File: src/sparse_pkg.sv
package sparse_pkg;

    // Chunk geometry
    localparam int CHUNK_SIZE = 16;
    localparam int DATA_WIDTH = 8;
    localparam int ACCUM_WIDTH = 32;

    // Position of one map bit
    localparam int POS_WIDTH = $clog2(CHUNK_SIZE);
    // Inclusive prefix count, 0 up to CHUNK_SIZE
    localparam int CNT_WIDTH = POS_WIDTH + 1;

    // One operand chunk
    // Slot k holds the value of the (k+1)-th set map bit, counted from bit 0
    typedef struct packed {
        logic [CHUNK_SIZE-1:0]                 map;
        logic [CHUNK_SIZE-1:0][DATA_WIDTH-1:0] values;
    } chunk_t;

    // Value pair for one matching map position
    typedef struct packed {
        logic [DATA_WIDTH-1:0] filter_value;
        logic [DATA_WIDTH-1:0] feature_value;
    } pair_t;

    // Control FSM states
    typedef enum logic [1:0] {
        IDLE,
        PROCESS,
        DONE
    } ctrl_state_e;

endpackage

File: src/join_control.sv
`timescale 1ns/1ps

module join_control (
    input  logic clk,
    input  logic rst_n,
    input  logic start_compute,
    input  logic scan_empty,
    input  logic match_valid,
    input  logic fifo_empty,
    input  logic pair_valid,
    input  logic mac_busy,
    output logic clear_scan,
    output logic clear_sum,
    output logic done_compute
);

    sparse_pkg::ctrl_state_e state;
    sparse_pkg::ctrl_state_e next_state;
    logic                    start_accept;
    logic                    pipe_quiet;

    // Start is only taken from IDLE
    assign start_accept = (state == sparse_pkg::IDLE) && start_compute;
    assign clear_scan   = start_accept;
    assign clear_sum    = start_accept;

    // Nothing left in the scanner, FIFO or MAC
    assign pipe_quiet = scan_empty && !match_valid && fifo_empty && !pair_valid && !mac_busy;

    always_comb begin
        next_state = state;
        case (state)
            sparse_pkg::IDLE:    if (start_accept) next_state = sparse_pkg::PROCESS;
            sparse_pkg::PROCESS: if (pipe_quiet) next_state = sparse_pkg::DONE;
            sparse_pkg::DONE:    next_state = sparse_pkg::IDLE;
            default:             next_state = sparse_pkg::IDLE;
        endcase
    end

    always_ff @(posedge clk or negedge rst_n) begin
        if (!rst_n) begin
            state        <= sparse_pkg::IDLE;
            done_compute <= 1'b0;
        end else begin
            state        <= next_state;
            done_compute <= (state == sparse_pkg::DONE);
        end
    end

endmodule

File: src/mac_accumulator.sv
`timescale 1ns/1ps

module mac_accumulator (
    input  logic                               clk,
    input  logic                               rst_n,
    input  logic                               clear_sum,
    input  logic                               pair_valid,
    input  sparse_pkg::pair_t                  pair,
    output logic [sparse_pkg::ACCUM_WIDTH-1:0] partial_sum,
    output logic                               mac_busy
);

    logic [2*sparse_pkg::DATA_WIDTH-1:0] product;

    // Unsigned 8x8 product, zero-extended into the sum
    assign product  = pair.filter_value * pair.feature_value;
    assign mac_busy = pair_valid;

    always_ff @(posedge clk or negedge rst_n) begin
        if (!rst_n) begin
            partial_sum <= '0;
        end else if (clear_sum) begin
            partial_sum <= '0;
        end else if (pair_valid) begin
            partial_sum <= partial_sum + product;
        end
    end

endmodule

File: src/match_scanner.sv
`timescale 1ns/1ps

module match_scanner (
    input  logic                              clk,
    input  logic                              rst_n,
    input  logic                              clear_scan,
    input  logic [sparse_pkg::CHUNK_SIZE-1:0] filter_map,
    input  logic [sparse_pkg::CHUNK_SIZE-1:0] feature_map,
    input  logic                              ready,
    output logic                              match_valid,
    output logic [sparse_pkg::POS_WIDTH-1:0]  match_pos,
    output logic                              scan_empty
);

    logic [sparse_pkg::CHUNK_SIZE-1:0] work_map;
    logic [sparse_pkg::POS_WIDTH-1:0]  lowest_pos;

    // Lowest set bit wins, scanned from the top down
    always_comb begin
        lowest_pos = '0;
        for (int k = sparse_pkg::CHUNK_SIZE - 1; k >= 0; k--) begin
            if (work_map[k]) begin
                lowest_pos = sparse_pkg::POS_WIDTH'(k);
            end
        end
    end

    assign scan_empty = (work_map == '0);

    always_ff @(posedge clk or negedge rst_n) begin
        if (!rst_n) begin
            work_map    <= '0;
            match_valid <= 1'b0;
            match_pos   <= '0;
        end else if (clear_scan) begin
            work_map    <= filter_map & feature_map;
            match_valid <= 1'b0;
        end else if (ready && !scan_empty) begin
            work_map[lowest_pos] <= 1'b0;
            match_valid          <= 1'b1;
            match_pos            <= lowest_pos;
        end else begin
            // Stall with the map intact while the FIFO is near full
            match_valid <= 1'b0;
        end
    end

endmodule

File: src/operand_store.sv
`timescale 1ns/1ps

module operand_store (
    input  logic                               clk,
    input  logic                               rst_n,
    input  logic                               load,
    input  sparse_pkg::chunk_t                 chunk_in,
    input  logic [sparse_pkg::POS_WIDTH-1:0]   match_pos,
    output logic [sparse_pkg::CHUNK_SIZE-1:0]  map,
    output logic [sparse_pkg::DATA_WIDTH-1:0]  value
);

    localparam int N      = sparse_pkg::CHUNK_SIZE;
    localparam int LEVELS = sparse_pkg::POS_WIDTH;
    localparam int CW     = sparse_pkg::CNT_WIDTH;

    logic [N-1:0][sparse_pkg::DATA_WIDTH-1:0] values;
    logic [CW-1:0]                            prefix [0:LEVELS][N];
    logic [CW-1:0]                            slot_count;
    logic [CW-1:0]                            slot_index;

    // Operand map captured on load
    always_ff @(posedge clk or negedge rst_n) begin
        if (!rst_n) begin
            map <= '0;
        end else if (load) begin
            map <= chunk_in.map;
        end
    end

    always_ff @(posedge clk) begin
        if (load) begin
            values <= chunk_in.values;
        end
    end

    // Level 0 holds the map bits as counts
    genvar i, j;
    generate
        for (i = 0; i < N; i++) begin : g_level0
            assign prefix[0][i] = CW'(map[i]);
        end

        // Each level adds the partial count 2**(j-1) positions below
        for (j = 1; j <= LEVELS; j++) begin : g_level
            for (i = 0; i < N; i++) begin : g_node
                if (i >= (1 << (j - 1))) begin : g_add
                    assign prefix[j][i] = prefix[j-1][i] + prefix[j-1][i - (1 << (j - 1))];
                end else begin : g_pass
                    assign prefix[j][i] = prefix[j-1][i];
                end
            end
        end
    endgenerate

    // Slot is one below the inclusive count at the match position
    assign slot_count = prefix[LEVELS][match_pos];
    assign slot_index = slot_count - 1'b1;
    assign value      = values[slot_index[sparse_pkg::POS_WIDTH-1:0]];

endmodule

File: src/pair_fifo.sv
`timescale 1ns/1ps

module pair_fifo #(
    parameter int FIFO_DEPTH = 4
) (
    input  logic              clk,
    input  logic              rst_n,
    input  logic              push,
    input  sparse_pkg::pair_t push_pair,
    output logic              ready,
    output logic              empty,
    output logic              pair_valid,
    output sparse_pkg::pair_t pair
);

    localparam int PTR_W = (FIFO_DEPTH > 1) ? $clog2(FIFO_DEPTH) : 1;
    localparam int CNT_W = $clog2(FIFO_DEPTH + 1);

    sparse_pkg::pair_t mem [FIFO_DEPTH];
    logic [PTR_W-1:0]  wr_ptr;
    logic [PTR_W-1:0]  rd_ptr;
    logic [CNT_W-1:0]  count;
    logic              pop;

    assign empty = (count == '0);
    assign pop   = !empty;

    // A push already in flight counts against the free space
    assign ready = (int'(count) + int'(push)) < FIFO_DEPTH;

    always_ff @(posedge clk) begin
        if (push) begin
            mem[wr_ptr] <= push_pair;
        end
        if (pop) begin
            pair <= mem[rd_ptr];
        end
    end

    always_ff @(posedge clk or negedge rst_n) begin
        if (!rst_n) begin
            wr_ptr     <= '0;
            rd_ptr     <= '0;
            count      <= '0;
            pair_valid <= 1'b0;
        end else begin
            pair_valid <= pop;
            if (push) begin
                wr_ptr <= (int'(wr_ptr) == FIFO_DEPTH - 1) ? '0 : wr_ptr + 1'b1;
            end
            if (pop) begin
                rd_ptr <= (int'(rd_ptr) == FIFO_DEPTH - 1) ? '0 : rd_ptr + 1'b1;
            end
            case ({push, pop})
                2'b10:   count <= count + 1'b1;
                2'b01:   count <= count - 1'b1;
                default: count <= count;
            endcase
        end
    end

endmodule

File: src/sparse_dot_unit.sv
`timescale 1ns/1ps

module sparse_dot_unit #(
    parameter int FIFO_DEPTH = 4
) (
    input  logic                                clk,
    input  logic                                rst_n,
    input  logic                                filter_load,
    input  logic                                feature_load,
    input  logic                                start_compute,
    input  sparse_pkg::chunk_t                  filter_chunk,
    input  sparse_pkg::chunk_t                  feature_chunk,
    output logic                                done_compute,
    output logic [sparse_pkg::ACCUM_WIDTH-1:0]  partial_sum
);

    logic [sparse_pkg::CHUNK_SIZE-1:0] filter_map;
    logic [sparse_pkg::CHUNK_SIZE-1:0] feature_map;
    logic [sparse_pkg::DATA_WIDTH-1:0] filter_value;
    logic [sparse_pkg::DATA_WIDTH-1:0] feature_value;
    logic [sparse_pkg::POS_WIDTH-1:0]  match_pos;
    logic                              match_valid;
    logic                              scan_empty;
    logic                              clear_scan;
    logic                              clear_sum;
    logic                              ready;
    logic                              fifo_empty;
    logic                              pair_valid;
    logic                              mac_busy;
    sparse_pkg::pair_t                 match_pair;
    sparse_pkg::pair_t                 pair;

    // Both lookups index with the same registered match position
    assign match_pair.filter_value  = filter_value;
    assign match_pair.feature_value = feature_value;

    operand_store i_filter_store (
        .clk       (clk),
        .rst_n     (rst_n),
        .load      (filter_load),
        .chunk_in  (filter_chunk),
        .match_pos (match_pos),
        .map       (filter_map),
        .value     (filter_value)
    );

    operand_store i_feature_store (
        .clk       (clk),
        .rst_n     (rst_n),
        .load      (feature_load),
        .chunk_in  (feature_chunk),
        .match_pos (match_pos),
        .map       (feature_map),
        .value     (feature_value)
    );

    match_scanner i_match_scanner (
        .clk         (clk),
        .rst_n       (rst_n),
        .clear_scan  (clear_scan),
        .filter_map  (filter_map),
        .feature_map (feature_map),
        .ready       (ready),
        .match_valid (match_valid),
        .match_pos   (match_pos),
        .scan_empty  (scan_empty)
    );

    join_control i_join_control (
        .clk           (clk),
        .rst_n         (rst_n),
        .start_compute (start_compute),
        .scan_empty    (scan_empty),
        .match_valid   (match_valid),
        .fifo_empty    (fifo_empty),
        .pair_valid    (pair_valid),
        .mac_busy      (mac_busy),
        .clear_scan    (clear_scan),
        .clear_sum     (clear_sum),
        .done_compute  (done_compute)
    );

    pair_fifo #(
        .FIFO_DEPTH (FIFO_DEPTH)
    ) i_pair_fifo (
        .clk        (clk),
        .rst_n      (rst_n),
        .push       (match_valid),
        .push_pair  (match_pair),
        .ready      (ready),
        .empty      (fifo_empty),
        .pair_valid (pair_valid),
        .pair       (pair)
    );

    mac_accumulator i_mac_accumulator (
        .clk         (clk),
        .rst_n       (rst_n),
        .clear_sum   (clear_sum),
        .pair_valid  (pair_valid),
        .pair        (pair),
        .partial_sum (partial_sum),
        .mac_busy    (mac_busy)
    );

endmodule

File: config.mk
export PLATFORM = sky130hd
export DESIGN_NAME = sparse_dot_unit
export DESIGN_NICKNAME = d
export VERILOG_FILES = /design/src/sparse_pkg.sv /design/src/join_control.sv /design/src/mac_accumulator.sv /design/src/match_scanner.sv /design/src/operand_store.sv /design/src/pair_fifo.sv /design/src/sparse_dot_unit.sv
export SDC_FILE = /design/constraint.sdc
export NUM_CORES = 1
export LEC_CHECK = 0
export ABC_AREA = 0
export BUFFER_PORTS_ARGS = -buffer_cell sky130_fd_sc_hd__clkbuf_2
export CAP_MARGIN = 30
export CORE_UTILIZATION = 23
export CTS_BUF_LIST = sky130_fd_sc_hd__clkbuf_4
export CTS_CLUSTER_DIAMETER = 120
export DETAILED_ROUTE_END_ITERATION = 10
export RECOVER_POWER = 50
export SLEW_MARGIN = 20
export SYNTH_ARGS = -nofsm -noshare
export SYNTH_HDL_FRONTEND = slang
export SYNTH_SLANG_ARGS = --single-unit
File: constraint.sdc
create_clock -name clk -period 11.2 [get_ports clk]
set_input_delay 0.56 -clock clk [delete_from_list [all_inputs] [get_ports clk]]
set_output_delay 0.56 -clock clk [all_outputs]
set_load 0.1 [all_outputs]
# [Word-level counts from Yosys, hierarchy flattened]
# Memories as Yosys holds them, arrays and structs flattened. A register that Yosys moved wholly into a read port is not among the register bits.
# Cells that the tools add are included.
[op_classes] n_mul=1 magnitude_cmp=6 eq_ne=8 reduce_logical=20 add_sub_neg=106 bitwise_logic=5 mux=42
[ops] cell="5-bit adder" n=62
[ops] cell="4-bit two-way mux" n=20
[ops] cell="8-bit binary-select mux with 4-bit select" n=2
[ops] cell="32-bit two-way mux" n=2
[ops] cell="1-bit by 1-bit adder with 2-bit output" n=30
[ops] cell="5-bit binary-select mux with 4-bit select" n=2
[ops] cell="32-bit by 16-bit adder with 32-bit output" n=1
[ops] cell="16-bit AND" n=2
[ops] cell="32-bit by 4-bit < comparator with 1-bit output (second input constant)" n=1
[ops] cell="16-bit two-way mux" n=2
[ops] cell="5-bit by 1-bit adder with 5-bit output" n=6
[ops] cell="16-bit logical NOT" n=1
[ops] cell="8-bit by 8-bit multiplier with 16-bit output" n=1
[ops] cell="8-bit two-way mux" n=2
[ops] cell="16-bit NOT" n=1
[ops] cell="4-bit by 5-bit < comparator with 1-bit output (second input constant)" n=3
[ops] cell="2-bit by 1-bit == test with 1-bit output (second input constant)" n=4
[ops] cell="2-bit two-way mux" n=4
[ops] cell="4-bit by 1-bit subtractor with 4-bit output (second input constant)" n=2
[ops] cell="1-bit logical AND" n=7
[ops] cell="3-bit one-hot mux with 2 select lines" n=1
[ops] cell="2-bit nonzero test" n=3
[ops] cell="5-bit >= comparator (second input constant)" n=1
[ops] cell="1-bit logical NOT" n=5
[ops] cell="other kinds (16)" n=23
[word_totals] word_cells=233 ram_bits=64 output_inout_bits=33 memories=1 register_bits=352
[memory_table] name="i_pair_fifo.mem" words=4 word_bits=16 read_ports=1 rd_clocked_by_memory_dff=1 write_ports=1 line="pair_fifo.sv:19" text="sparse_pkg::pair_t mem [FIFO_DEPTH];"

# [Logic depth before layout (Yosys ltp)]
[logic_depth] depth_word=24 mapped_depth=22 depth_no_buf=22

# [Hierarchy]
# Synthesis repeated with hierarchy kept, for this count alone.
[hier_totals] hier_cells=1984 hier_area_um2=26225.2
[modules_own_cells] module="operand_store (i_filter_store)" cells_each=672 seq_area_each_um2=4244.1 instances=1 area_per_inst_um2=8874.8
[modules_own_cells] module="operand_store (i_feature_store)" cells_each=512 seq_area_each_um2=4244.1 instances=1 area_per_inst_um2=8316.7
[modules_own_cells] module="mac_accumulator" cells_each=515 seq_area_each_um2=800.8 instances=1 area_per_inst_um2=4399.2
[modules_own_cells] module="pair_fifo" cells_each=140 seq_area_each_um2=2602.5 instances=1 area_per_inst_um2=3281.9
[modules_own_cells] module="match_scanner" cells_each=135 seq_area_each_um2=525.5 instances=1 area_per_inst_um2=1219.9
[modules_own_cells] module="join_control" cells_each=10 seq_area_each_um2=75.1 instances=1 area_per_inst_um2=132.6

# [Worst setup path before layout]
# Ideal clock, no wire load.
[synth_timing] path_kind="flip-flop to flip-flop" from="reg i_filter_store.map[0] (netlist bit)" to="mem i_pair_fifo.mem[0][10] (netlist bit) (data pin)" stages_incl_launch_ff=21 t_arrival_ns=5.848 path_slack_ns=5.072 t_required_ns=10.920 cell_sequence="dfrtp_1 > ha_1 > ha_1 > fa_1 > inv_1 > fa_1 > inv_1 > fa_1 > inv_1 > fa_1 > inv_1 > ha_1 > inv_1 > fa_1 > mux4_2 > nand2_1 > o21ai_1 > a21oi_1 > and3b_1 > xnor2_4 > mux4_2"
[synth_via] elab_chain_len=10 word_cells_on_any_way=21
[synth_lines] item="from (decl)" line="operand_store.sv:9" text="output logic [sparse_pkg::CHUNK_SIZE-1:0] map,"
[synth_lines] item="from (signal assigned)" line="operand_store.sv:27" text="map <= chunk_in.map;"
[synth_lines] item="1-bit by 1-bit adder with 2-bit output" line="operand_store.sv:48" text="assign prefix[j][i] = prefix[j-1][i] + prefix[j-1][i - (1 << (j - 1))];"
[synth_lines] item="5-bit adder (3 in a row)" line="operand_store.sv:48"
[synth_lines] item="5-bit binary-select mux with 4-bit select *" line="operand_store.sv:57" text="assign slot_count = prefix[LEVELS][match_pos];"
[synth_lines] item="4-bit two-way mux (not written as such) * (2 in a row)" line="operand_store.sv:57"
[synth_lines] item="4-bit by 1-bit subtractor with 4-bit output *" line="operand_store.sv:58" text="assign slot_index = slot_count - 1'b1;"
[synth_lines] item="8-bit binary-select mux with 4-bit select *" line="operand_store.sv:59" text="assign value = values[slot_index[sparse_pkg::POS_WIDTH-1:0]];"
[synth_lines] item="8-bit two-way mux (not written as such) *" line="operand_store.sv:59"
[synth_lines] item="named net filter_value (one bit)" line="sparse_dot_unit.sv:19" text="logic [sparse_pkg::DATA_WIDTH-1:0] filter_value;"
[synth_lines] item="to (decl)" line="pair_fifo.sv:19"
# Mark *: on every way through the listed nets, which the timed path passes. The rest lies on a longest branch. The select of a mux whose other input is x is not followed.

# [Final worst setup path]
[layout_timing] from="reg i_filter_store.map[0] (netlist bit)" to="mem i_pair_fifo.mem[3][11] (netlist bit) (data pin)"
# Same word-level chain as after synthesis.

==> flow_metrics.py <==
metrics = {
    "outcome": {
        "outcome": "finished with violations",
        "failed_checks": "design-rule violations, max-capacitance violations, max-slew violations",
    },
    "synth": {
        "yosysSeqAreaShare_pct": 51.3,
        "syn_avg_cell_area_um2": 14.7,
        "synth_cell_type_count": 60,
        "synth_warnings": 0,
        "synth_fp_nets": 2252,
        "synth_edf_count": 336,
        "synth_top_area_share_pct": 41.4,
        "ys.flop_type": "edfxtp_1",
        "ys_ff_latch": 432,
        "syn_area_mm2": 0.0244,
        "synth_area_leaders": "edfxtp_1, fa_1, mux4_2, dfrtp_1, ha_1",
        "synth.top_cells.by_count": "edfxtp_1, inv_1, ha_1, fa_1, mux4_2",
        "synth.largest_area_cell": "edfxtp_1",
        "synth_most_common_cell": "edfxtp_1",
        "netlist_instances": 1659,
        "async_reset_ff_share_pct": 22.2,
    },
    "layout": {
        "fin_nets": 2955,
        "drive_above_1_share_pct": 25.8,
        "final_cell_count_no_fill": 3847,
        "syn_to_final_growth_pct": 31.2,
        "post-route-cell-area_mm2": 0.0320,
    },
    "sta": {
        "tns_ns": 0,
        "drv_slew": 197,
        "rsz0062_at_grt": "false",
        "period_minus_slack_ns": 6.69,
        "setup_violations": 0,
        "worstMarginPinSlew_ns": 4.80,
        "finalCritPeriodShare_pct": 59.7,
        "max_freq_ghz": 0.150,
        "fin_ws_ns": 4.51,
        "slew-limit-headroom_pct": -220,
        "hold_viol": 0,
        "clock_skew_ns": 0.0785,
    },
    "grt": {
        "grt_max_degree": 90,
        "grt_overflow": 0,
        "grt_usage_pct": 13.1,
        "grt_pass1_vias": 17636,
        "grt_first_pass_wirelength_um": 106000,
        "antenna_found_initial": 16,
    },
    "floorplan": {
        "die_w_um": 327,
        "die_area_mm2": 0.107,
        "num_rows": 119,
        "start_util_pct": 23.2,
        "die_h_um": 327,
        "core_area_mm2": 0.105,
        "ios": 326,
    },
    "clock_tree": {
        "cts_made_buffers": 114,
        "insertion_delay_ns": 0.91,
        "clkTransAtPathRegs_ns": 0.07,
        "cts_resized": 0,
        "cts_setup_buffers": 0,
        "cts-root-buf": "clkbuf_4",
        "cts.sink_count": 432,
        "h-tree-depth": 3,
        "cts_tree": "yes",
        "clk_path_buf_depth": 3,
    },
    "critical_path": {
        "crit_end": "i_pair_fifo.mem[3][11]",
        "critPathKind": "register to register",
        "r2r_slack_ns": 4.51,
        "crit-reg2reg-capture": "i_pair_fifo.mem[3][11]",
        "r2r_cells": 20,
        "critPathCaptureType": "register",
        "reg2reg_from": "i_filter_store.map[0]",
        "required_ns": 11.77,
        "crit_path_start": "i_filter_store.map[0]",
        "worst_ep_arrival_time_ns": 7.26,
        "crit_fanout": 8,
        "crit_path_start_kind": "register",
    },
    "route": {
        "first_iter_violations": 979,
        "drc": 2,
        "drt_wl_total_um": 70200,
        "viasPerCell": 4.21,
        "num_vias": 16196,
        "drt_pre_antenna_iters": 8,
        "wl_per_cell_um": 18.2,
        "ant_nets": 0,
    },
    "worst_hold_path": {
        "hp-class": "primary input to register",
        "min-delay-start": "feature_chunk[73]",
    },
    "job": {
        "cap_violations": 3,
    },
    "place": {
        "dp.cells": 3346,
        "dpl_cell_area_mm2": 0.0277,
        "preCtsSetupSlack_ns": 4.49,
        "place.gp.congestion": 0.877,
        "dp_hpwl_um": 51100,
        "portBuffers": 325,
    },
}
[area by class of cell]
| cell class | count | area, um2 |
|---|---|---|
| Antenna cell | 14 | 35.0 |
| Clock buffer | 151 | 1130 |
| Clock inverter | 45 | 258 |
| Fill cell | 10548 | 73200 |
| Inverter | 250 | 938 |
| Multi-Input combinational cell | 927 | 10700 |
| Sequential cell | 432 | 12500 |
| Tap cell | 1391 | 1740 |
| Timing Repair Buffer | 637 | 4670 |
[worst min path at each step]
stage,end,depth (start not counted)
finish,i_feature_store.values[73],2
global placement,i_pair_fifo.count[2],1
CTS,i_feature_store.values[97],1
detailed placement,i_join_control.state[0],1
floorplan,i_feature_store.map[0],0
global route,i_feature_store.values[73],2
[cell families after synthesis]
family / Yosys count / share of synthesized area, %
AOI/OAI and AO/OA: 159 / 4.02
xor gates and xnor gates: 58 / 2.22
adders and majority gates: 300 / 19.6
buffers and inverters: 300 / 4.84
DFF: 432 / 51.3
muxes: 165 / 13.0
and+or+nand+nor: 245 / 5.04
[cell usage in the layout, fill, tap and decap left out, types with 27 or more instances in the layout]
cell	instances
edfxtp_1	336
dlygate4sd3_1	290
clkbuf_2	280
inv_1	248
ha_1	165
clkbuf_4	151
fa_1	135
mux4_2	119
dfrtp_1	96
nand2_1	81
a21oi_1	49
clkbuf_1	45
and2_1	40
nor2_1	40
o21ai_0	39
xnor2_1	37
mux2_2	28
clkinv_1	27
[registers in the layout (all words and copies together) (netlist names)]
register                       flops
i_feature_store.values           128
i_filter_store.values            128
i_pair_fifo.mem                   64
i_mac_accumulator.partial_sum     32
i_feature_store.map               16
i_filter_store.map                16
i_match_scanner.work_map          16
i_pair_fifo.pair                  16
i_match_scanner.match_pos          4
i_pair_fifo.count                  3
i_join_control.state               2
i_pair_fifo.rd_ptr                 2
i_pair_fifo.wr_ptr                 2
i_join_control.done_compute        1
i_match_scanner.match_valid        1
i_pair_fifo.pair_valid             1
[layer usage]
metal	vias up	track usage (%)	wire (um)
li1	7432	-	-
met1	8040	16.9	30300
met2	592	21.4	33900
met3	130	3.00	4160
met4	2	4.88	1820
met5	-	0	12
[metrics by stage]
step / util, % / hold WS, ns
2_1_floorplan: - / 0.264
4_1_cts: 30.4 / 0.0617
3_5_place_dp: 26.3 / 0.494
5_1_grt: 30.4 / 0.236
6_report: 30.4 / 0.349
3_3_place_gp: 26.3 / 0.484
[timing repair]
| item | CTS | global route |
|---|---|---|
| hold endpoints to repair | 315 | 0 |
| endpoints found under the setup margin | 0 | 0 |
| hold buffers | 290 | 0 |
[critical path, cell delays in order (launching register included)]
cell and delay, ns:
dfrtp_1 0.42, ha_1 0.38, ha_1 0.24, fa_1 0.57
inv_1 0.10, fa_1 0.56, inv_1 0.07, fa_1 0.53
inv_1 0.05, fa_1 0.50, inv_1 0.04, ha_1 0.19
inv_1 0.06, fa_1 0.40, mux4_2 0.48, nand2_1 0.08
o21ai_1 0.06, a21oi_1 0.26, and3b_1 0.27, xnor2_4 0.50
mux4_2 0.63
Power is not shown: default switching activity piles up to over one toggle a cycle in this logic, so the estimate is an artifact.
